File: src/hdl/isa_pkg.sv
package isa_pkg;

    localparam int xlen       = 32;
    localparam int reg_addr_w = 5;

    ////////////////////
    // primary opcodes
    ////////////////////
    typedef enum logic [5:0] {
        op_rtype = 6'b000000,
        op_j     = 6'b000010,
        op_jal   = 6'b000011,
        op_beq   = 6'b000100,
        op_bne   = 6'b000101,
        op_addi  = 6'b001000,
        op_addiu = 6'b001001,
        op_slti  = 6'b001010,
        op_sltiu = 6'b001011,
        op_andi  = 6'b001100,
        op_ori   = 6'b001101,
        op_xori  = 6'b001110,
        op_lui   = 6'b001111,
        op_lw    = 6'b100011,
        op_sw    = 6'b101011
    } opcode_e;

    // R-format function field
    typedef enum logic [5:0] {
        fn_sll   = 6'b000000,
        fn_srl   = 6'b000010,
        fn_sra   = 6'b000011,
        fn_sllv  = 6'b000100,
        fn_srlv  = 6'b000110,
        fn_srav  = 6'b000111,
        fn_jr    = 6'b001000,
        fn_mfhi  = 6'b010000,
        fn_mflo  = 6'b010010,
        fn_mult  = 6'b011000,
        fn_multu = 6'b011001,
        fn_add   = 6'b100000,
        fn_addu  = 6'b100001,
        fn_sub   = 6'b100010,
        fn_subu  = 6'b100011,
        fn_and   = 6'b100100,
        fn_or    = 6'b100101,
        fn_xor   = 6'b100110,
        fn_nor   = 6'b100111,
        fn_slt   = 6'b101010,
        fn_sltu  = 6'b101011
    } funct_e;

    typedef struct packed {
        logic [5:0]            opcode;
        logic [reg_addr_w-1:0] rs;
        logic [reg_addr_w-1:0] rt;
        logic [reg_addr_w-1:0] rd;    // imm is [15:0], jump address [25:0]
        logic [reg_addr_w-1:0] shamt;
        logic [5:0]            funct;
    } instr_t;

endpackage

File: src/hdl/exe_pkg.sv
package exe_pkg;

    typedef enum logic [5:0] {
        exe_nop,
        exe_sll, exe_srl, exe_sra, exe_sllv, exe_srlv, exe_srav,
        exe_add, exe_addu, exe_sub, exe_subu,
        exe_and, exe_or, exe_xor, exe_nor, exe_slt, exe_sltu,
        exe_addi, exe_addiu, exe_slti, exe_sltiu,
        exe_andi, exe_ori, exe_xori, exe_lui,
        exe_lw, exe_sw, exe_beq, exe_bne,
        exe_j, exe_jal, exe_jr,
        exe_mult, exe_multu, exe_mfhi, exe_mflo
    } exe_op_e;

    typedef struct packed {
        exe_op_e                         op;
        logic [isa_pkg::reg_addr_w-1:0]  rs;
        logic [isa_pkg::reg_addr_w-1:0]  rt;
        logic [isa_pkg::reg_addr_w-1:0]  dest;    // 0 means no write
        logic [isa_pkg::xlen-1:0]        imm;     // already extended
        logic [isa_pkg::reg_addr_w-1:0]  shamt;
        logic [25:0]                     jtarget;
    } decoded_t;

    typedef struct packed {
        logic                            we;
        logic [isa_pkg::reg_addr_w-1:0]  idx;
        logic [isa_pkg::xlen-1:0]        data;
    } wb_req_t;

    typedef struct packed {
        logic [isa_pkg::xlen-1:0]        addr;
        logic                            we;
        logic                            re;
        logic [isa_pkg::xlen-1:0]        wdata;
    } mem_req_t;

    typedef struct packed {
        logic                            valid;
        logic [25:0]                     target;
    } jump_t;

    typedef struct packed {
        logic                            valid;
        logic [15:0]                     offset;
    } branch_t;

endpackage

File: src/hdl/reg_file.sv
`timescale 1ns/1ps

module reg_file #(
    parameter logic [31:0] sp_init = 32'hfffff000
) (
    input  logic              clk_i,
    input  logic              reset_i,
    input  logic [4:0]        rs_addr_i,
    input  logic [4:0]        rt_addr_i,
    input  exe_pkg::wb_req_t  wb_i,
    output logic [31:0]       rs_val_o,
    output logic [31:0]       rt_val_o
);

    logic [31:0] regs [32];

    always_ff @(posedge clk_i) begin
        if (reset_i) begin
            for (int i = 0; i < 32; i++) begin
                regs[i] <= (i == 29) ? sp_init : 32'd0;  // r29 is the stack pointer
            end
        end else if (wb_i.we && wb_i.idx != 5'd0) begin
            regs[wb_i.idx] <= wb_i.data;
        end
    end

    ////////////////////
    // reads with bypass of the pending write
    ////////////////////
    always_comb begin
        if (rs_addr_i == 5'd0) begin
            rs_val_o = '0;
        end else if (wb_i.we && wb_i.idx == rs_addr_i) begin
            rs_val_o = wb_i.data;
        end else begin
            rs_val_o = regs[rs_addr_i];
        end

        if (rt_addr_i == 5'd0) begin
            rt_val_o = '0;
        end else if (wb_i.we && wb_i.idx == rt_addr_i) begin
            rt_val_o = wb_i.data;
        end else begin
            rt_val_o = regs[rt_addr_i];
        end
    end

endmodule
File: config.mk
export PLATFORM = sky130hd
export DESIGN_NAME = reg_file
export DESIGN_NICKNAME = d
export VERILOG_FILES = /design/src/hdl/isa_pkg.sv /design/src/hdl/exe_pkg.sv /design/src/hdl/reg_file.sv
export SDC_FILE = /design/constraint.sdc
export NUM_CORES = 2
export LEC_CHECK = 0
export CAP_MARGIN = 20
export CELL_PAD_IN_SITES_DETAIL_PLACEMENT = 0
export CELL_PAD_IN_SITES_GLOBAL_PLACEMENT = 2
export CORE_MARGIN = 8
export CORE_UTILIZATION = 48
export DETAILED_ROUTE_END_ITERATION = 10
export DONT_BUFFER_PORTS = 1
export PLACE_DENSITY = 0.86
export SYNTH_ARGS = -nofsm -noshare
export SYNTH_HDL_FRONTEND = slang
export SYNTH_SLANG_ARGS = --single-unit
File: constraint.sdc
create_clock -name clk_i -period 2.2 [get_ports clk_i]
set_input_delay 0.11 -clock clk_i [delete_from_list [all_inputs] [get_ports clk_i]]
set_output_delay 0.11 -clock clk_i [all_outputs]
set_load 0.02 [all_outputs]
==> impl_metrics.sql <==
INSERT INTO impl_metrics (metric_group, metric, value, unit) VALUES
('synthesis', 'dominant_combinational_cell_family_by_area_after_synthesis', 'multiplexers', ''),
('cts', 'cts_buffer_depth', '3', ''),
('synthesis', 'ys_async_sr_fraction', '0', ''),
('power_and_ir_drop', 'peakVddDrop', '0.7071', 'mV'),
('sta', 'rsz0062_at_grt', 'true', ''),
('synthesis', 'postSynth.topFlopCell', 'sky130_fd_sc_hd__edfxtp_1', ''),
('synthesis', 'synth_sequential_area_ratio', '0.5584', ''),
('sta', 'setup_viol_count_final', '64', ''),
('synthesis', 'synthesis.area', '55070', 'sq um'),
('sta', 'layout_worst_path_cycle_share', '1.214', ''),
('die', 'fp.dieArea', '125800', 'sq um'),
('routing', 'remaining_drc_errors', '0', ''),
('setup_path', 'worst_setup_path_startpoint', 'regs[15][20]$_SDFFCE_PN0P_', ''),
('synthesis', 'post_synth_xor_area_fraction', '0.001591', ''),
('setup_path', 'crit_path_max_incr_delay', '500', 'ps'),
('routing', 'routedWlPerCell', '34.99', 'um'),
('final_layout', 'mostFrequentLayoutCell', 'sky130_fd_sc_hd__edfxtp_1', ''),
('synthesis', 'synth_top_area_share', '0.5584', ''),
('cts', 'cts_tree', 'done', ''),
('sta', 'postLayoutSetupSlackWorst', '-469.8', 'ps'),
('power_and_ir_drop', 'netSwitchingFraction', '0.2461', ''),
('sta', 'timing_hold_violations_final', '0', ''),
('final_layout', 'final-instance-count-excl-fill', '5418', ''),
('synthesis', 'yosys_warnings', '0', ''),
('synthesis', 'synthDistinctLibCells', '51', ''),
('sta', 'max_slew_margin', '0.1305', ''),
('final_layout', 'layout.area.seq', '30750', 'sq um'),
('grt', 'grt_usage', '0.2944', ''),
('final_layout', 'design.final.nets', '3855', ''),
('sta', 'worst_pin_slew', '1304', 'ps'),
('grt', 'antenna_found_initial', '10', ''),
('routing', 'totalWireLength', '189.6', 'mm'),
('routing', 'initialDrtViolationCount', '4425', ''),
('sta', 'final-max-slew-violation-count', '0', ''),
('cts', 'clock_sink_count', '1024', ''),
('final_layout', 'largest_registers', 'regs: 1024 flops', ''),
('placement', 'placed_cells_incl_taps', '5133', ''),
('synthesis', 'netlist_top_cells_area', 'sky130_fd_sc_hd__edfxtp_1, sky130_fd_sc_hd__mux4_2, sky130_fd_sc_hd__and2_1', ''),
('synthesis', 'synth_largest_area_cell', 'sky130_fd_sc_hd__edfxtp_1', ''),
('routing', 'drt.antenna.violating_nets', '0', ''),
('power_and_ir_drop', 'p_per_area', '743.8', 'nW/um^2'),
('synthesis', 'post_synth_mux_area_share', '0.2146', ''),
('sta', 'fmax', '374.6', 'MHz'),
('die', 'initial_utilization', '0.4829', ''),
('power_and_ir_drop', 'power_frac_seq', '0.490', ''),
('final_layout', 'syn_to_final_growth', '14.86', '%'),
('status', 'run_status', 'complete, but fails checks', ''),
('placement', 'hpwl', '112.8', 'mm'),
('setup_path', 'timing.critical_path.required', '2090', 'ps'),
('power_and_ir_drop', 'leakage', '22.02', 'nW'),
('synthesis', 'yosys.area_share.adder', '0', ''),
('routing', 'via_count', '35710', ''),
('die', 'std_cell_rows', '124', ''),
('job', 'total_of_max_cap_violations', '0', ''),
('status', 'violations', 'negative setup slack', ''),
('cts', 'clk_pin_slew', '60', 'ps'),
('cts', 'clk_root_buffer_cell', 'sky130_fd_sc_hd__clkbuf_16', ''),
('setup_path', 'worst_setup_ep_type', 'output port', ''),
('placement', 'input_output_buffers', '0', ''),
('grt', 'grt_pass1_wl', '266.5', 'mm'),
('power_and_ir_drop', 'power.clock.fraction', '0.377', ''),
('final_layout', 'layout_common_cells', 'sky130_fd_sc_hd__edfxtp_1, sky130_fd_sc_hd__and2_1, sky130_fd_sc_hd__mux4_2, sky130_fd_sc_hd__mux2i_1, sky130_fd_sc_hd__buf_4', ''),
('placement', 'final_weighted_congestion_in_routability_driven_placement', '0.8967', ''),
('die', 'boundaryPins', '114', ''),
('setup_path', 'cpMaxStageDelayCell', 'sky130_fd_sc_hd__mux4_2', ''),
('final_layout', 'registers.top_by_ff_count', 'regs', ''),
('setup_path', 'startpoint_class', 'flip-flop', ''),
('final_layout', 'multiInputGateArea', '24180', 'sq um'),
('setup_path', 'critPathMaxFanout', '2', ''),
('hold_path', 'hp-class', 'in2reg', ''),
('grt', 'grt_start_max_net_pins', '332', '');
==> path summary, 6_finish.rpt <==
path	cells after the start	slack (ps)	to
min	2	30	regs[25][26]$_SDFFCE_PN0P_
max	5	-470	rt_val_o[20]
==> synthesized netlist by cell type (5+ instances only) <==
master and count:
sky130_fd_sc_hd__a31oi_1 11, sky130_fd_sc_hd__nand2b_1 5, sky130_fd_sc_hd__mux4_2 375, sky130_fd_sc_hd__o22ai_1 37
sky130_fd_sc_hd__buf_1 19, sky130_fd_sc_hd__nand3_1 13, sky130_fd_sc_hd__a21oi_1 64, sky130_fd_sc_hd__a221o_1 11
sky130_fd_sc_hd__a32o_1 32, sky130_fd_sc_hd__and2_1 974, sky130_fd_sc_hd__a32oi_1 9, sky130_fd_sc_hd__buf_6 25
sky130_fd_sc_hd__o21ai_0 14, sky130_fd_sc_hd__o2111ai_1 6, sky130_fd_sc_hd__buf_2 50, sky130_fd_sc_hd__nand2_1 64
sky130_fd_sc_hd__a211oi_1 32, sky130_fd_sc_hd__o21ai_1 49, sky130_fd_sc_hd__mux2_2 6, sky130_fd_sc_hd__xnor2_1 10
sky130_fd_sc_hd__edfxtp_1 1024, sky130_fd_sc_hd__o221a_1 15, sky130_fd_sc_hd__or3_1 22, sky130_fd_sc_hd__mux2i_1 330
sky130_fd_sc_hd__a221oi_1 27, sky130_fd_sc_hd__a22oi_1 107, sky130_fd_sc_hd__clkbuf_1 289, sky130_fd_sc_hd__nor2_1 49
sky130_fd_sc_hd__nor2b_1 5, sky130_fd_sc_hd__nand3b_1 5, sky130_fd_sc_hd__or2_2 33, sky130_fd_sc_hd__buf_4 33
sky130_fd_sc_hd__o221ai_1 38
==> routing by layer <==
metal | wire length, um | vias up | track usage
met5 | 12 | - | 0
met4 | 9575 | 2 | 0.1226
met3 | 19390 | 412 | 0.06728
met2 | 87660 | 2048 | 0.4610
met1 | 72960 | 18607 | 0.3974
li1 | - | 14641 | -
==> layout make-up <==
class	instances	share of cell area
clock inverter	54	0.006607
multi-input combinational	2394	0.3823
antenna	16	0.0006330
clock buffer	142	0.04643
tap	1512	0.02991
timing repair buffer	274	0.04785
inverter	2	0.0001187
sequential	1024	0.4862
==> critical path, delay by kind of cell, from the launching register on <==
family / cells / cell delay [ps]
buffers and inverters: 1 / 140
muxes: 1 / 500
AOI/OAI and AO/OA: 3 / 810
DFF: 1 / 410
==> logic make-up (layout without fill, tap and decap cells) <==
group                     count (synthesis)  in the layout
AOI/OAI and AO/OA                       457            457
xor gates and xnor gates                 10             10
buffers and inverters                   418            472
DFF                                    1024           1024
muxes                                   711            711
other                                     1             48
and+or+nand+nor                        1184           1184
==> stage by stage <==
step | worst slack (ps) | hold WS (ps) | total power [mW] | instance area (sq um) | TNS (ps)
2_1_floorplan | 326.5 | 289.5 | 27.03 | 55180 | 0
5_1_grt | -494.9 | 6.625 | 48.09 | 63220 | -20810
3_5_place_dp | -152.2 | 249.2 | 28.57 | 57370 | -355.5
4_1_cts | -477.1 | 3.339 | 46.90 | 62670 | -18360
3_3_place_gp | -90.86 | 247.9 | 28.48 | 57360 | -187.3
6_report | -469.8 | 29.66 | 47.04 | 63250 | -20410
==> power by group through the flow <==
stage	Clock, mW	Combinational [mW]	Sequential [mW]
finish	17.8	6.23	23.1
global route	18.6	6.35	23.2
CTS	17.9	5.98	23.0
detailed placement	0	5.11	23.5
global placement	0	5.11	23.4
floorplan	0	3.78	23.3
==> repair_timing <==
action,4_1_cts,5_1_grt
setup buffers,5,3
pin swaps,135,52
hold endpoints to repair,1090,0
endpoints found under the setup margin,64,64
resized for setup,290,53
hold buffers,62,0
(Power assumes the default switching activity.)
