--- config.mk ---
export PLATFORM = sky130hd
export DESIGN_NAME = instr_decode
export DESIGN_NICKNAME = d
export VERILOG_FILES = /design/src/hdl/isa_pkg.sv /design/src/hdl/exe_pkg.sv /design/src/hdl/instr_decode.sv
export SDC_FILE = /design/constraint.sdc
export NUM_CORES = 1
export LEC_CHECK = 0
export ABC_AREA = 1
export BUFFER_PORTS_ARGS = -buffer_cell sky130_fd_sc_hd__buf_4
export CAP_MARGIN = 20
export CORE_MARGIN = 5
export CORE_UTILIZATION = 37
export DETAILED_ROUTE_END_ITERATION = 10
export GPL_ROUTABILITY_DRIVEN = 0
export GPL_TIMING_DRIVEN = 0
export PLACE_DENSITY = 0.78
export SYNTH_ARGS = -nofsm -noshare
export SYNTH_HDL_FRONTEND = slang
export SYNTH_SLANG_ARGS = --single-unit
export TNS_END_PERCENT = 10
--- constraint.sdc ---
create_clock -name vclk -period 1.7
set_input_delay 0.255 -clock vclk [all_inputs]
set_output_delay 0.255 -clock vclk [all_outputs]
set_load 0.05 [all_outputs]
--- src/hdl/isa_pkg.sv ---
package isa_pkg;

    localparam int xlen       = 32;
    localparam int reg_addr_w = 5;

    ////////////////////
    // primary opcodes
    ////////////////////
    typedef enum logic [5:0] {
        op_rtype = 6'b000000,
        op_j     = 6'b000010,
        op_jal   = 6'b000011,
        op_beq   = 6'b000100,
        op_bne   = 6'b000101,
        op_addi  = 6'b001000,
        op_addiu = 6'b001001,
        op_slti  = 6'b001010,
        op_sltiu = 6'b001011,
        op_andi  = 6'b001100,
        op_ori   = 6'b001101,
        op_xori  = 6'b001110,
        op_lui   = 6'b001111,
        op_lw    = 6'b100011,
        op_sw    = 6'b101011
    } opcode_e;

    // R-format function field
    typedef enum logic [5:0] {
        fn_sll   = 6'b000000,
        fn_srl   = 6'b000010,
        fn_sra   = 6'b000011,
        fn_sllv  = 6'b000100,
        fn_srlv  = 6'b000110,
        fn_srav  = 6'b000111,
        fn_jr    = 6'b001000,
        fn_mfhi  = 6'b010000,
        fn_mflo  = 6'b010010,
        fn_mult  = 6'b011000,
        fn_multu = 6'b011001,
        fn_add   = 6'b100000,
        fn_addu  = 6'b100001,
        fn_sub   = 6'b100010,
        fn_subu  = 6'b100011,
        fn_and   = 6'b100100,
        fn_or    = 6'b100101,
        fn_xor   = 6'b100110,
        fn_nor   = 6'b100111,
        fn_slt   = 6'b101010,
        fn_sltu  = 6'b101011
    } funct_e;

    typedef struct packed {
        logic [5:0]            opcode;
        logic [reg_addr_w-1:0] rs;
        logic [reg_addr_w-1:0] rt;
        logic [reg_addr_w-1:0] rd;    // imm is [15:0], jump address [25:0]
        logic [reg_addr_w-1:0] shamt;
        logic [5:0]            funct;
    } instr_t;

endpackage

--- src/hdl/exe_pkg.sv ---
package exe_pkg;

    typedef enum logic [5:0] {
        exe_nop,
        exe_sll, exe_srl, exe_sra, exe_sllv, exe_srlv, exe_srav,
        exe_add, exe_addu, exe_sub, exe_subu,
        exe_and, exe_or, exe_xor, exe_nor, exe_slt, exe_sltu,
        exe_addi, exe_addiu, exe_slti, exe_sltiu,
        exe_andi, exe_ori, exe_xori, exe_lui,
        exe_lw, exe_sw, exe_beq, exe_bne,
        exe_j, exe_jal, exe_jr,
        exe_mult, exe_multu, exe_mfhi, exe_mflo
    } exe_op_e;

    typedef struct packed {
        exe_op_e                         op;
        logic [isa_pkg::reg_addr_w-1:0]  rs;
        logic [isa_pkg::reg_addr_w-1:0]  rt;
        logic [isa_pkg::reg_addr_w-1:0]  dest;    // 0 means no write
        logic [isa_pkg::xlen-1:0]        imm;     // already extended
        logic [isa_pkg::reg_addr_w-1:0]  shamt;
        logic [25:0]                     jtarget;
    } decoded_t;

    typedef struct packed {
        logic                            we;
        logic [isa_pkg::reg_addr_w-1:0]  idx;
        logic [isa_pkg::xlen-1:0]        data;
    } wb_req_t;

    typedef struct packed {
        logic [isa_pkg::xlen-1:0]        addr;
        logic                            we;
        logic                            re;
        logic [isa_pkg::xlen-1:0]        wdata;
    } mem_req_t;

    typedef struct packed {
        logic                            valid;
        logic [25:0]                     target;
    } jump_t;

    typedef struct packed {
        logic                            valid;
        logic [15:0]                     offset;
    } branch_t;

endpackage

--- src/hdl/instr_decode.sv ---
`timescale 1ns/1ps

module instr_decode (
    input  isa_pkg::instr_t   instr_i,
    output exe_pkg::decoded_t dec_o
);

    logic [15:0] imm16;

    assign imm16 = instr_i[15:0];

    always_comb begin
        dec_o.op      = exe_pkg::exe_nop;
        dec_o.rs      = instr_i.rs;
        dec_o.rt      = instr_i.rt;
        dec_o.dest    = '0;
        dec_o.imm     = {16'b0, imm16};         // zero extend unless told otherwise
        dec_o.shamt   = instr_i.shamt;
        dec_o.jtarget = instr_i[25:0];

        case (isa_pkg::opcode_e'(instr_i.opcode))
            isa_pkg::op_rtype: begin
                dec_o.dest = instr_i.rd;
                case (isa_pkg::funct_e'(instr_i.funct))
                    isa_pkg::fn_sll:   dec_o.op = exe_pkg::exe_sll;
                    isa_pkg::fn_srl:   dec_o.op = exe_pkg::exe_srl;
                    isa_pkg::fn_sra:   dec_o.op = exe_pkg::exe_sra;
                    isa_pkg::fn_sllv:  dec_o.op = exe_pkg::exe_sllv;
                    isa_pkg::fn_srlv:  dec_o.op = exe_pkg::exe_srlv;
                    isa_pkg::fn_srav:  dec_o.op = exe_pkg::exe_srav;
                    isa_pkg::fn_add:   dec_o.op = exe_pkg::exe_add;
                    isa_pkg::fn_addu:  dec_o.op = exe_pkg::exe_addu;
                    isa_pkg::fn_sub:   dec_o.op = exe_pkg::exe_sub;
                    isa_pkg::fn_subu:  dec_o.op = exe_pkg::exe_subu;
                    isa_pkg::fn_and:   dec_o.op = exe_pkg::exe_and;
                    isa_pkg::fn_or:    dec_o.op = exe_pkg::exe_or;
                    isa_pkg::fn_xor:   dec_o.op = exe_pkg::exe_xor;
                    isa_pkg::fn_nor:   dec_o.op = exe_pkg::exe_nor;
                    isa_pkg::fn_slt:   dec_o.op = exe_pkg::exe_slt;
                    isa_pkg::fn_sltu:  dec_o.op = exe_pkg::exe_sltu;
                    isa_pkg::fn_mfhi:  dec_o.op = exe_pkg::exe_mfhi;
                    isa_pkg::fn_mflo:  dec_o.op = exe_pkg::exe_mflo;
                    isa_pkg::fn_jr: begin
                        dec_o.op   = exe_pkg::exe_jr;
                        dec_o.dest = '0;
                    end
                    isa_pkg::fn_mult: begin
                        dec_o.op   = exe_pkg::exe_mult;
                        dec_o.dest = '0;
                    end
                    isa_pkg::fn_multu: begin
                        dec_o.op   = exe_pkg::exe_multu;
                        dec_o.dest = '0;
                    end
                    default: dec_o.dest = '0;   // unknown funct, no effect
                endcase
            end
            isa_pkg::op_j:   dec_o.op = exe_pkg::exe_j;
            isa_pkg::op_jal: begin
                dec_o.op   = exe_pkg::exe_jal;
                dec_o.dest = 5'd31;             // link register
            end
            isa_pkg::op_beq: dec_o.op = exe_pkg::exe_beq;
            isa_pkg::op_bne: dec_o.op = exe_pkg::exe_bne;
            isa_pkg::op_addi, isa_pkg::op_slti, isa_pkg::op_lw, isa_pkg::op_sw: begin
                dec_o.imm = {{16{imm16[15]}}, imm16};
                case (isa_pkg::opcode_e'(instr_i.opcode))
                    isa_pkg::op_addi: dec_o.op = exe_pkg::exe_addi;
                    isa_pkg::op_slti: dec_o.op = exe_pkg::exe_slti;
                    isa_pkg::op_lw:   dec_o.op = exe_pkg::exe_lw;
                    default:          dec_o.op = exe_pkg::exe_sw;
                endcase
                if (dec_o.op != exe_pkg::exe_sw) begin
                    dec_o.dest = instr_i.rt;
                end
            end
            isa_pkg::op_addiu: begin
                dec_o.op   = exe_pkg::exe_addiu;
                dec_o.dest = instr_i.rt;
            end
            isa_pkg::op_sltiu: begin
                dec_o.op   = exe_pkg::exe_sltiu;
                dec_o.dest = instr_i.rt;
            end
            isa_pkg::op_andi: begin
                dec_o.op   = exe_pkg::exe_andi;
                dec_o.dest = instr_i.rt;
            end
            isa_pkg::op_ori: begin
                dec_o.op   = exe_pkg::exe_ori;
                dec_o.dest = instr_i.rt;
            end
            isa_pkg::op_xori: begin
                dec_o.op   = exe_pkg::exe_xori;
                dec_o.dest = instr_i.rt;
            end
            isa_pkg::op_lui: begin
                dec_o.op   = exe_pkg::exe_lui;
                dec_o.dest = instr_i.rt;
            end
            default: dec_o.op = exe_pkg::exe_nop;
        endcase
    end

endmodule

==> impl_metrics.ini <==
[pwr]
p_sw_uw = 559
power_density_mw_per_mm2 = 327
p_int_uw = 336
vdd_drop_max_mv = 0.241
combPwrFrac_pct = 100.0
seqPwrFrac_pct = 0
clkPwrFrac_pct = 0
swShare_pct = 62.5
power.leakage_nw = 1.56

[place]
io_buffer_count = 106
place_inst = 406
dp_hpwl_microns = 3710

[drt]
routed_wl_microns = 5560
drt_iter0_drc = 130
wire_per_inst_microns = 13.3
via_per_inst = 4.83
vias = 2015
drt_pass1_iterations = 4
ant_nets = 0
route.detailed.drc = 0

[synth]
synth_top_area_share_pct = 40.4
synth_most_common_cell = buf_4
synth.area.top_cells = buf_4 40%, nand2_1 14%, nand3_1 12%
syn_area_sq_mm = 0.00136
synthAdderAreaFrac_pct = 0
yosysSeqAreaShare_pct = 0
ys_types = 22
syn-instance-count = 252
synth_compound_area_share_pct = 4.06
synthMuxAreaShare_pct = 0
yosysTopAreaCell = buf_4
syn_area_per_cell_sq_um = 5.38
synth_top_family_by_area = simple AND/OR/NAND/NOR gates
yosys_warnings = 0
synthXorXnorAreaFrac_pct = 0
ys_top_cells_by_count = 73 x buf_4, 50 x nand2_1, 39 x nor2_1
synth_simple_gate_area_share_pct = 48.3
syn-num-nets = 284

[grt]
top_usage_layer = met2
overflow = 0
grtUsageMet3_pct = 2.73
use_met1_pct = 17.8
grt_max_degree = 17
grt_use_met2_pct = 32.7
grt_usage_pct = 16.2
grt_pass1_vias = 1713
grt_pass1_wl_microns = 7060
antenna_found_initial = 0

[run_status]
violations = setup timing
status = complete, but fails checks

[cells_and_area]
layout-drive-gt1-share_pct = 68.0
final_util_pct = 75.8
fillers = 287
syn_to_final_growth_pct = 102
fin_nets = 403
multi_input_area_sq_um = 905
nClkBuffers = 0
design.seq.count = 0
seqCellArea_sq_um = 0
final_cells = 417
antennaDiodeCount = 0

[setup_path]
crit_buf_inv = 3
cp.required_ns = 1.44
slowest_delay_ns = 0.19
arrival_ns = 1.50
cp-start-kind = primary input
critical_path.endpoint_type = output pin
path_max_fanout = 7
crit_type = primary input to output pin
crit_top_cell = nand2_1
worstPathCellList = buf_4 -> inv_1 -> nand2_1 -> nor2_2 -> nand2_1 -> nand2_1 -> nor2_1 -> nand3_2 -> nand3_2 -> nand2_2 -> buf_8
cp_slowest_cell = nand3_2
path_delay_family = simple AND/OR/NAND/NOR gates

[timing]
period_needed_ns = 1.76
grt_setup_unrepaired = yes
setup_ws_ns = -0.0568
tightest_slew_ns = 0.368
setup_viol = 18
hold_viol = 0
relSlewSlack_pct = 75.3
fmax_mhz = 569
hold_ws_ns = 0.764
finalCritPeriodShare_pct = 103
slew_violations = 0

[floorplan]
initial_core_util_pct = 37.6
rows = 22
coreArea_sq_mm = 0.00361
num_io_pins = 116
die_w_microns = 70.5
die-area_sq_mm = 0.00497
dieHeight_microns = 70.5

[worst_hold_path]
min_to = dec_o[74]
whs_path_depth = 2
hp-class = primary input to output pin
min-delay-start = instr_i[22]

[run]
cap_violations = 0
placed cells by master, fill, tap and decap left out, drive strengths merged:
cell type,instances
a211oi,1
a21oi,3
a31oi,1
and2,1
and3,1
buf,189
clkbuf,1
inv,26
nand2,52
nand3,34
nand3b,1
nand4,3
nor2,45
nor3,4
nor4,2
o21ai,4
o22ai,1
power groups by stage:
stage | combinational [mW] | clock, mW | sequential (mW)
finish | 0.895 | 0 | 0
CTS | 0.814 | 0 | 0
floorplan | 0.559 | 0 | 0
detailed placement | 0.787 | 0 | 0
global placement | 0.781 | 0 | 0
global route | 0.935 | 0 | 0
final cells by class:
class | instances | share of cell area [%]
timing repair buffer | 117 | 40.1
multi-input combinational | 153 | 33.1
tap | 48 | 2.20
inverter | 26 | 3.75
buffer | 73 | 20.9
metal layers:
metal	part of all wire (%)	vias up
met5	0	-
met1	33	913
met3	9.2	20
met2	54	123
met4	3.7	0
li1	-	959
metrics by stage:
stage	total power, mW	setup WS (ns)	cell area, sq um	TNS, ns
floorplan	0.559	-0.0156	1370	-0.234
global placement	0.781	-0.112	2220	-2.03
detailed placement	0.787	-0.131	2220	-2.24
CTS	0.814	0.0000259	2370	0
global route	0.935	-0.158	2730	-2.54
finish	0.895	-0.0568	2730	-0.474
how the worst max path moves through the flow:
stage                startpoint        end  slack (ns)  cells past startpoint
detailed placement  instr_i[28]  dec_o[56]       -0.13                      8
global route         instr_i[0]  dec_o[64]       -0.16                     11
CTS                 instr_i[29]  dec_o[48]     0.00003                     10
floorplan           instr_i[27]  dec_o[48]       -0.02                      7
global placement    instr_i[28]  dec_o[53]       -0.11                      8
finish               instr_i[0]  dec_o[64]       -0.06                     11
what timing repair did:
action	in CTS	in global routing
setup endpoints to repair	27	27
setup buffers	2	7
cloned	0	2
pin swaps	2	12
resized for setup	33	84
hold endpoints to repair	0	0
hold buffers	0	0
logic make-up (layout without fill, tap and decap cells):
group / count (synthesis) / after routing
AND/OR/NAND/NOR: 143 / 143
buffers and inverters: 99 / 216
AO/OA/AOI/OAI: 10 / 10
No activity file was read; power rests on OpenSTA's default activity.
