==> src/hdl/isa_pkg.sv <==
package isa_pkg;

    localparam int xlen       = 32;
    localparam int reg_addr_w = 5;

    ////////////////////
    // primary opcodes
    ////////////////////
    typedef enum logic [5:0] {
        op_rtype = 6'b000000,
        op_j     = 6'b000010,
        op_jal   = 6'b000011,
        op_beq   = 6'b000100,
        op_bne   = 6'b000101,
        op_addi  = 6'b001000,
        op_addiu = 6'b001001,
        op_slti  = 6'b001010,
        op_sltiu = 6'b001011,
        op_andi  = 6'b001100,
        op_ori   = 6'b001101,
        op_xori  = 6'b001110,
        op_lui   = 6'b001111,
        op_lw    = 6'b100011,
        op_sw    = 6'b101011
    } opcode_e;

    // R-format function field
    typedef enum logic [5:0] {
        fn_sll   = 6'b000000,
        fn_srl   = 6'b000010,
        fn_sra   = 6'b000011,
        fn_sllv  = 6'b000100,
        fn_srlv  = 6'b000110,
        fn_srav  = 6'b000111,
        fn_jr    = 6'b001000,
        fn_mfhi  = 6'b010000,
        fn_mflo  = 6'b010010,
        fn_mult  = 6'b011000,
        fn_multu = 6'b011001,
        fn_add   = 6'b100000,
        fn_addu  = 6'b100001,
        fn_sub   = 6'b100010,
        fn_subu  = 6'b100011,
        fn_and   = 6'b100100,
        fn_or    = 6'b100101,
        fn_xor   = 6'b100110,
        fn_nor   = 6'b100111,
        fn_slt   = 6'b101010,
        fn_sltu  = 6'b101011
    } funct_e;

    typedef struct packed {
        logic [5:0]            opcode;
        logic [reg_addr_w-1:0] rs;
        logic [reg_addr_w-1:0] rt;
        logic [reg_addr_w-1:0] rd;    // imm is [15:0], jump address [25:0]
        logic [reg_addr_w-1:0] shamt;
        logic [5:0]            funct;
    } instr_t;

endpackage

==> src/hdl/exe_pkg.sv <==
package exe_pkg;

    typedef enum logic [5:0] {
        exe_nop,
        exe_sll, exe_srl, exe_sra, exe_sllv, exe_srlv, exe_srav,
        exe_add, exe_addu, exe_sub, exe_subu,
        exe_and, exe_or, exe_xor, exe_nor, exe_slt, exe_sltu,
        exe_addi, exe_addiu, exe_slti, exe_sltiu,
        exe_andi, exe_ori, exe_xori, exe_lui,
        exe_lw, exe_sw, exe_beq, exe_bne,
        exe_j, exe_jal, exe_jr,
        exe_mult, exe_multu, exe_mfhi, exe_mflo
    } exe_op_e;

    typedef struct packed {
        exe_op_e                         op;
        logic [isa_pkg::reg_addr_w-1:0]  rs;
        logic [isa_pkg::reg_addr_w-1:0]  rt;
        logic [isa_pkg::reg_addr_w-1:0]  dest;    // 0 means no write
        logic [isa_pkg::xlen-1:0]        imm;     // already extended
        logic [isa_pkg::reg_addr_w-1:0]  shamt;
        logic [25:0]                     jtarget;
    } decoded_t;

    typedef struct packed {
        logic                            we;
        logic [isa_pkg::reg_addr_w-1:0]  idx;
        logic [isa_pkg::xlen-1:0]        data;
    } wb_req_t;

    typedef struct packed {
        logic [isa_pkg::xlen-1:0]        addr;
        logic                            we;
        logic                            re;
        logic [isa_pkg::xlen-1:0]        wdata;
    } mem_req_t;

    typedef struct packed {
        logic                            valid;
        logic [25:0]                     target;
    } jump_t;

    typedef struct packed {
        logic                            valid;
        logic [15:0]                     offset;
    } branch_t;

endpackage

==> src/hdl/branch_unit.sv <==
`timescale 1ns/1ps

module branch_unit (
    input  logic              clk_i,
    input  logic              reset_i,
    input  logic              issue_i,
    input  exe_pkg::decoded_t dec_i,
    input  logic [31:0]       rs_val_i,
    input  logic [31:0]       rt_val_i,
    output exe_pkg::jump_t    jump_o,
    output exe_pkg::branch_t  branch_o
);

    logic is_jump;
    logic taken;

    assign is_jump = dec_i.op == exe_pkg::exe_j  ||
                     dec_i.op == exe_pkg::exe_jal ||
                     dec_i.op == exe_pkg::exe_jr;

    always_comb begin
        case (dec_i.op)
            exe_pkg::exe_beq: taken = rs_val_i == rt_val_i;
            exe_pkg::exe_bne: taken = rs_val_i != rt_val_i;
            default:          taken = 1'b0;
        endcase
    end

    always_ff @(posedge clk_i) begin
        if (reset_i) begin
            jump_o.valid   <= 1'b0;
            branch_o.valid <= 1'b0;
        end else begin
            jump_o.valid   <= issue_i && is_jump;    // one cycle only
            branch_o.valid <= issue_i && taken;
        end

        if (dec_i.op == exe_pkg::exe_jr) begin
            jump_o.target <= rs_val_i[25:0];
        end else begin
            jump_o.target <= dec_i.jtarget;
        end
        branch_o.offset <= dec_i.imm[15:0];          // raw offset, not scaled
    end

endmodule

==> config.mk <==
export PLATFORM = sky130hd
export DESIGN_NAME = branch_unit
export DESIGN_NICKNAME = d
export VERILOG_FILES = /design/src/hdl/isa_pkg.sv /design/src/hdl/exe_pkg.sv /design/src/hdl/branch_unit.sv
export SDC_FILE = /design/constraint.sdc
export NUM_CORES = 1
export LEC_CHECK = 0
export ABC_CLOCK_PERIOD_IN_PS = 1300
export BUFFER_PORTS_ARGS = -buffer_cell sky130_fd_sc_hd__buf_2
export CAP_MARGIN = 0
export CORE_UTILIZATION = 25
export DETAILED_ROUTE_END_ITERATION = 8
export GPL_ROUTABILITY_DRIVEN = 0
export PLACE_DENSITY = 0.74
export SLEW_MARGIN = 20
export SYNTH_ARGS = -nofsm -noshare
export SYNTH_HDL_FRONTEND = slang
export SYNTH_SLANG_ARGS = --single-unit
==> constraint.sdc <==
create_clock -name clk_i -period 1.3 [get_ports clk_i]
set_input_delay 0.26 -clock clk_i [delete_from_list [all_inputs] [get_ports clk_i]]
set_output_delay 0.26 -clock clk_i [all_outputs]
set_load 0.1 [all_outputs]
==> results of run 1 <==
stage by stage:
stage,setup TNS [ns],utilization [%],cell area (sq um),hold slack [ns]
2_1_floorplan,0,-,1710,0.288
3_3_place_gp,-0.216,43.0,2780,0.363
3_5_place_dp,-0.263,43.0,2780,0.364
4_1_cts,0,45.6,2940,0.0386
5_1_grt,0,46.2,2980,0.0445
6_report,0,46.2,2980,0.0528
how the worst max path moves through the flow:
stage / from / endpoint / slack, ns / cells after the start
after floorplan: dec_i[81] / jump_o[10] / 0.06 / 5
final: branch_o[1] / branch_o[1] / 0.03 / 1
after global placement: rs_val_i[20] / branch_o[16] / -0.22 / 6
after CTS: branch_o[11] / branch_o[11] / 0.001 / 1
after detailed placement: rs_val_i[2] / branch_o[16] / -0.22 / 6
after global routing: branch_o[4] / branch_o[4] / 0.0004 / 1
layer usage:
metal  global-route usage [%]  share of wire [%]
met1                     12.5                 38
met2                     22.9                 53
met3                     4.42                8.1
met4                     4.62                1.1
met5                        0                  0
logic make-up after synthesis:
| family | after synthesis |
|---|---|
| compound gates | 2 |
| buf+inv | 2 |
| simple gates | 18 |
| mux | 26 |
| xor+xnor | 32 |
| flops | 44 |
cell type report:
cell class	instances	area [sq um]
Clock buffer	6	82.6
Tap cell	77	96.3
Multi-Input combinational cell	78	803
Timing Repair Buffer	168	1080
Sequential cell	44	881
Clock inverter	2	38.8
Fill cell	625	3480
report_power, final:
group	total [uW]	internal, uW	switching (uW)	leakage, uW
Sequential	1440	1420	24.1	0.000371
Combinational	1080	380	701	0.00105
Clock	1120	629	491	0.0000614
state kept, by name (all words and copies together) (netlist names):
name / flops
branch_o: 17
jump_o: 27
cells in the final DEF (no fill, tap or decap):
master | netlist | layout
nand4_1 | 8 | 8
mux2_4 | 20 | 20
clkinv_4 | 0 | 1
clkbuf_4 | 0 | 16
a31o_1 | 1 | 1
nand2_1 | 1 | 1
buf_4 | 0 | 26
buf_12 | 0 | 9
nand4b_1 | 1 | 1
xnor2_1 | 32 | 32
bufinv_16 | 0 | 1
nor2_2 | 1 | 1
dfxtp_1 | 44 | 44
buf_2 | 0 | 117
clkbuf_8 | 0 | 6
nand3_1 | 1 | 1
nor4b_1 | 1 | 1
nor4_2 | 2 | 2
nand4_4 | 1 | 1
a2111oi_1 | 1 | 1
mux2_2 | 6 | 6
nor2_1 | 2 | 2
==> results.txt, run 1 <==
- Number of core rows: 29
* Total track usage: 12.3%
- The biggest area contributor in the post-synthesis netlist is dfxtp_1.
- The post-route netlist has 69.1% of its cells at a drive strength greater than 1.
- The worst hold path terminates at branch_o[13].
- Time the final worst path needs with I/O delays and setup: 1.27 ns
* Antenna violations before repair: 0
- Clock buffers created by TritonCTS: 5
- The synthesized design contains 44 register bits.
* Setup Viol. Count Final: 0
* Async set-reset flop share out of synthesis: 0%
* Leading cell type by number of instances after synthesis: dfxtp_1
- Max-cap violations in this run came to 0.
- Crit end category: primary output
- Top FF cell, synth: dfxtp_1
- Detailed placement finished with a half-perimeter wire length of 3670 um.
* Combinational family with the most area after synthesis: multiplexers
* Count of boundary I/O pins: 195
- Entering global routing, the biggest net connects 27 pins.
- After detailed routing, the number of vias per cell comes to 4.21.
* Instance count along the most critical hold path: 1
- In this design, the largest share of critical-path delay is due to buffers and inverters.
* Number of standard cells in the final layout excluding fillers: 375
- The critical path is of the reg -> out type.
- Mux contribution to synthesized area: 21.6%
- Number of diodes added for antenna fixing: 0
- During synthesis, Yosys emitted a total of 0 warnings.
- After synthesis, the most frequently instantiated cells are 44 x dfxtp_1, 32 x xnor2_1, 20 x mux2_4.
- The path class of the tightest hold or removal check is in -> reg.
- IR analysis of the VDD net gives a maximum drop of 0.666 mV.
- Placed insts: 367
- Peak fanout along the critical path: 1
* Count of flip-flops with a built-in enable after synthesis: 0
- Wires add up to 4440 um.
- Avg WL per Cell: 11.8 um
- Power per Cell Area: 1220 nW/um^2
- Portion of the post-synthesis area used by sequential elements: 51.6%
* Number of failing hold endpoints at the final stage: 0
- After synthesis, the cell types taking the most area are dfxtp_1 52%, mux2_4 18%, xnor2_1 16%.
* Cell-by-cell trace of the critical path: buf_2
- Worst path slowest cell: buf_2
- Synthesized area divided by synthesized cell count: 13.8 sq um
* Compound-gate portion of the synthesized area: 1.10%
- Vias after detailed routing: 1,577
* Status: complete, no violations
- Synth cell types: 16
- The clock passes through at most 2 buffers.
* Xor and xnor fraction of the mapped netlist area: 16.4%
- Residual DRC count: 0
* # resized after CTS: 17
- Post-synthesis share of cell area spent on full adders, half adders and majority gates: 0%
- Normalized max-slew margin: 67.9%
- Post-route ant nets: 0
* Combined area of all synthesized cells: 1710 sq um
- In this run the standard cell core region covers 6460 sq um.
* Chip Width: 84.6 um
- Clock-pin slew on the worst setup and hold paths: 0.10 ns
- Dividing the final minimum period by the clock period gives 97.5%.
* CTS HTree Levels: 2
- The top cell type by area accounts for 51.6% of the synthesized area.
* Total power after layout: 3650 uW
* RSZ-0062 raised after global routing: false
- The first detailed-routing pass took 6 iterations.
- Slowest cell delay on critical path: 0.41 ns
- Counting both buffers and inverters, the worst setup path holds a total of 1.
* Post-synthesis simple-gate area fraction: 7.99%
- First-pass GRT wire length: 6870 um
- The number of global-route vias before repair is 1,580.
- Final nets: 448
* Clock sink total: 44
* Total grt overflow: 0
- Place WS: -0.225 ns
- IO buf count: 158
- Tightest Pin Transition: 0.485 ns
* Pins Over Slew Limit: 0
* Kind of start point of the critical path: flip-flop
- DIE HEIGHT: 84.6 um
* Syn nets: 275
- Buffers inserted to repair hold after CTS numbered 0.
* Worst endpoint required time: 1.04 ns
- Worst path arrival time: 1.01 ns
- The die covers 7160 sq um.
- Derived from the worst setup path, the maximum achievable clock frequency is 789 MHz.
- Area overhead of the layout relative to synthesis: 74.8%
- Effective utilization at floorplan: 26.4%
- Smallest setup slack after layout: 0.0319 ns
* Total setup buffers inserted after CTS: 0
- TritonCTS built the clock tree.
- First DRT Iteration DRCs: 39
- Leakage power summed over all cells: 0.00148 uW
- Synthesized instance count: 124
- In this run the most critical hold path is launched from dec_i[44].
* CTS root buffer: clkbuf_8
Note: power is estimated with default switching activity, not from simulation.
==> run 2, diff against run 1 <==
ABC_CLOCK_PERIOD_IN_PS = 1600   (was 1300)
MAX_ROUTING_LAYER = met4   (was default)
PLACE_DENSITY = 0.72   (was 0.74)
clock period = 1.6 ns   (was 1.3 ns; I/O delays follow)
==> run 2 against run 1 <==
  * The flow now finishes with violations (DRC)
  * Sequential power down 19%
  * Sequential cell count unchanged
  * Die area unchanged
  * Sequential share of layout area up 2.9 points
  * Critical endpoint is now jump_o[8]
  * First-iteration DRC count down 44%
  * Hold slack better by 0.072 ns
==> results.txt, run 2 (synthesized netlist as in run 1, its figures left out) <==
- The number of remaining DRC errors is 7 (+7).
* # Max-Cap Violations: 0 (unchanged)
* Clock Tree Buf Depth: 2 (unchanged)
- The number of global-route vias before repair came to 1,592 (+0.76%).
* Count of boundary I/O pins: 195 (unchanged)
- Commonest non-fill, non-tap cells in the layout: 158 x buf_2, 44 x dfxtp_1, 32 x xnor2_1
* IO buf count: 158 (unchanged)
* Die ar.: 7160 sq um (unchanged)
* CTS HTree Levels: 2 (unchanged)
- The diode insertion count for antenna repair came to 0 (unchanged).
- CTS root buffer: clkbuf_8
- The flow ran to the end, but the final reports show violations.
- The post-cts gate resize count is 0 (-17).
- Chip Width: 84.6 um (unchanged)
- The DRC marker count from the first detailed-route iteration was 22 (-44%).
- Post-route ant nets: 0 (unchanged)
* Time the final worst path needs with I/O delays and setup: 1.36 ns
* Final nets: 439 (-2.0%)
* Worst path arrival time: 1.04 ns (+0.03 ns)
* Worst VDD drop: 0.300 mV (-55%)
* Worst path slowest cell: buf_2
* Area overhead of the layout relative to synthesis: 58.9%
- Vias after detailed routing: 1,504 (-4.6%)
- Broken down by cell family, the worst path's largest delay share belongs to buffers and inverters.
- Leaving out fill and tap cells, the most frequent cell in the layout is buf_2.
- The first-pass detailed-route iteration total was 7 (+1).
* Min-delay worst type: in -> reg
* Kind of start point of the critical path: flip-flop
- The number of setup buffers added after CTS came to 0 (unchanged).
- The count of buffer and inverter cells on the critical path is 1 (unchanged).
- The CTS buffer count came to 5 (unchanged).
* Peak fanout along the critical path: 1 (unchanged)
* Flip-flop count of the largest register, all copies and words added: 27 (unchanged)
- The all-layer global routing usage was 12.6% (+0.29 points).
- Placed insts: 358 (-2.5%)
- Slowest cell delay on critical path: 0.43 ns (+0.02 ns)
* Failing checks: DRC
- The post-layout instance count excluding filler cells came to 366 (-2.4%).
- Proportion of layout cells with a drive suffix above 1: 68.2% (-0.96 points)
- Maximum number of pins on one net before global-route repair: 27 (unchanged)
* Antenna violations before repair: 0 (unchanged)
- RSZ-0062 raised after global routing: false
- Total power after layout: 2860 uW (-22%)
- The die outline height is 84.6 um (unchanged).
- Critical path class: reg -> out
- The count of hold buffers inserted by post-cts repair came to 0 (unchanged).
- Reg with most FFs: jump_o
* Clock sink total: 44 (unchanged)
- Effective utilization at floorplan: 26.4% (unchanged)
* Normalized max-slew margin: 66.9% (-0.96 points)
- The via density per instance was 4.11 (-2.3%).
- Based on the critical path, the design can be clocked at up to 737 MHz.
* Avg WL per Cell: 11.8 um (-0.68%)
- Final Hold Slack: 0.125 ns (+0.0721 ns)
- TritonCTS built the clock tree.
- The first-pass GRT wire length was 6850 um (-0.31%).
* Tightest Pin Transition: 0.499 ns (+0.0145 ns)
- Post-route fraction of the period consumed by the critical path: 84.8%
- The final global-route overflow total is 0 (unchanged).
* Place WS: -0.0358 ns (+0.189 ns)
- Setup Viol. Count Final: 0 (unchanged)
- Cell-by-cell trace of the critical path: buf_2
- The number of filler cells placed in the layout was 631 (+0.96%).
- Power per Cell Area: 1050 nW/um^2 (-14%)
- Area of the core region: 6460 sq um (unchanged)
- Smallest setup slack after layout: 0.243 ns (+0.211 ns)
- The required time of the worst setup path is 1.28 ns (+0.24 ns).
- The wire length after detailed routing is 4310 um (-3.1%).
* Leakage power summed over all cells: 0.00137 uW (-7.4%)
- Number of core rows: 29 (unchanged)
* Registers with the highest flip-flop counts: jump_o (27), branch_o (17)
* Pins Over Slew Limit: 0 (unchanged)
* Clock-pin slew on the worst setup and hold paths: 0.08 ns (-0.02 ns)
- Number of failing hold endpoints at the final stage: 0 (unchanged)
* Crit end category: primary output
run 2: cell count changes in the layout (fill, tap and decap cells not counted):
cell,previous run,this run
buf_12,9,1
buf_4,26,0
buf_2,117,158
clkbuf_4,16,0
run 2: power breakdown:
group	leakage (uW)	internal, uW	switching [uW]
Combinational	0.000940	241	568
Sequential	0.000371	1150	12.1
Clock	0.0000614	511	372
Total	0.00137	1900	952
run 2: worst paths after layout:
path | start | end | slack (ns) | cells past startpoint
max | jump_o[8] | jump_o[8] | 0.24 | 1
min | dec_i[44] | branch_o[13] | 0.12 | 1
run 2: final cells by class:
| class | instances | area (sq um) | share of cell area, % |
|---|---|---|---|
| multi-input combinational | 78 | 803 | 29.6 |
| timing repair buffer | 159 | 811 | 29.9 |
| clock inverter | 2 | 38.8 | 1.43 |
| sequential | 44 | 881 | 32.5 |
| tap | 77 | 96.3 | 3.55 |
| clock buffer | 6 | 82.6 | 3.04 |
run 2: stage by stage:
stage                     instance area, sq um  utilization (%)   TNS, ns
final                                     2710             42.0         0
after detailed placement                  2590             40.1   -0.0358
after CTS                                 2710             42.0         0
after floorplan                           1710                -         0
after global routing                      2710             42.0         0
after global placement                    2590             40.1  -0.00608
run 2: routing by layer:
| layer | vias up | wire, um | GRT usage (%) |
|---|---|---|---|
| li1 | 757 | - | - |
| met1 | 664 | 1610 | 13.0 |
| met2 | 77 | 2320 | 22.7 |
| met3 | 6 | 320 | 3.05 |
| met4 | 0 | 48 | 5.39 |
| met5 | - | 0 | - |
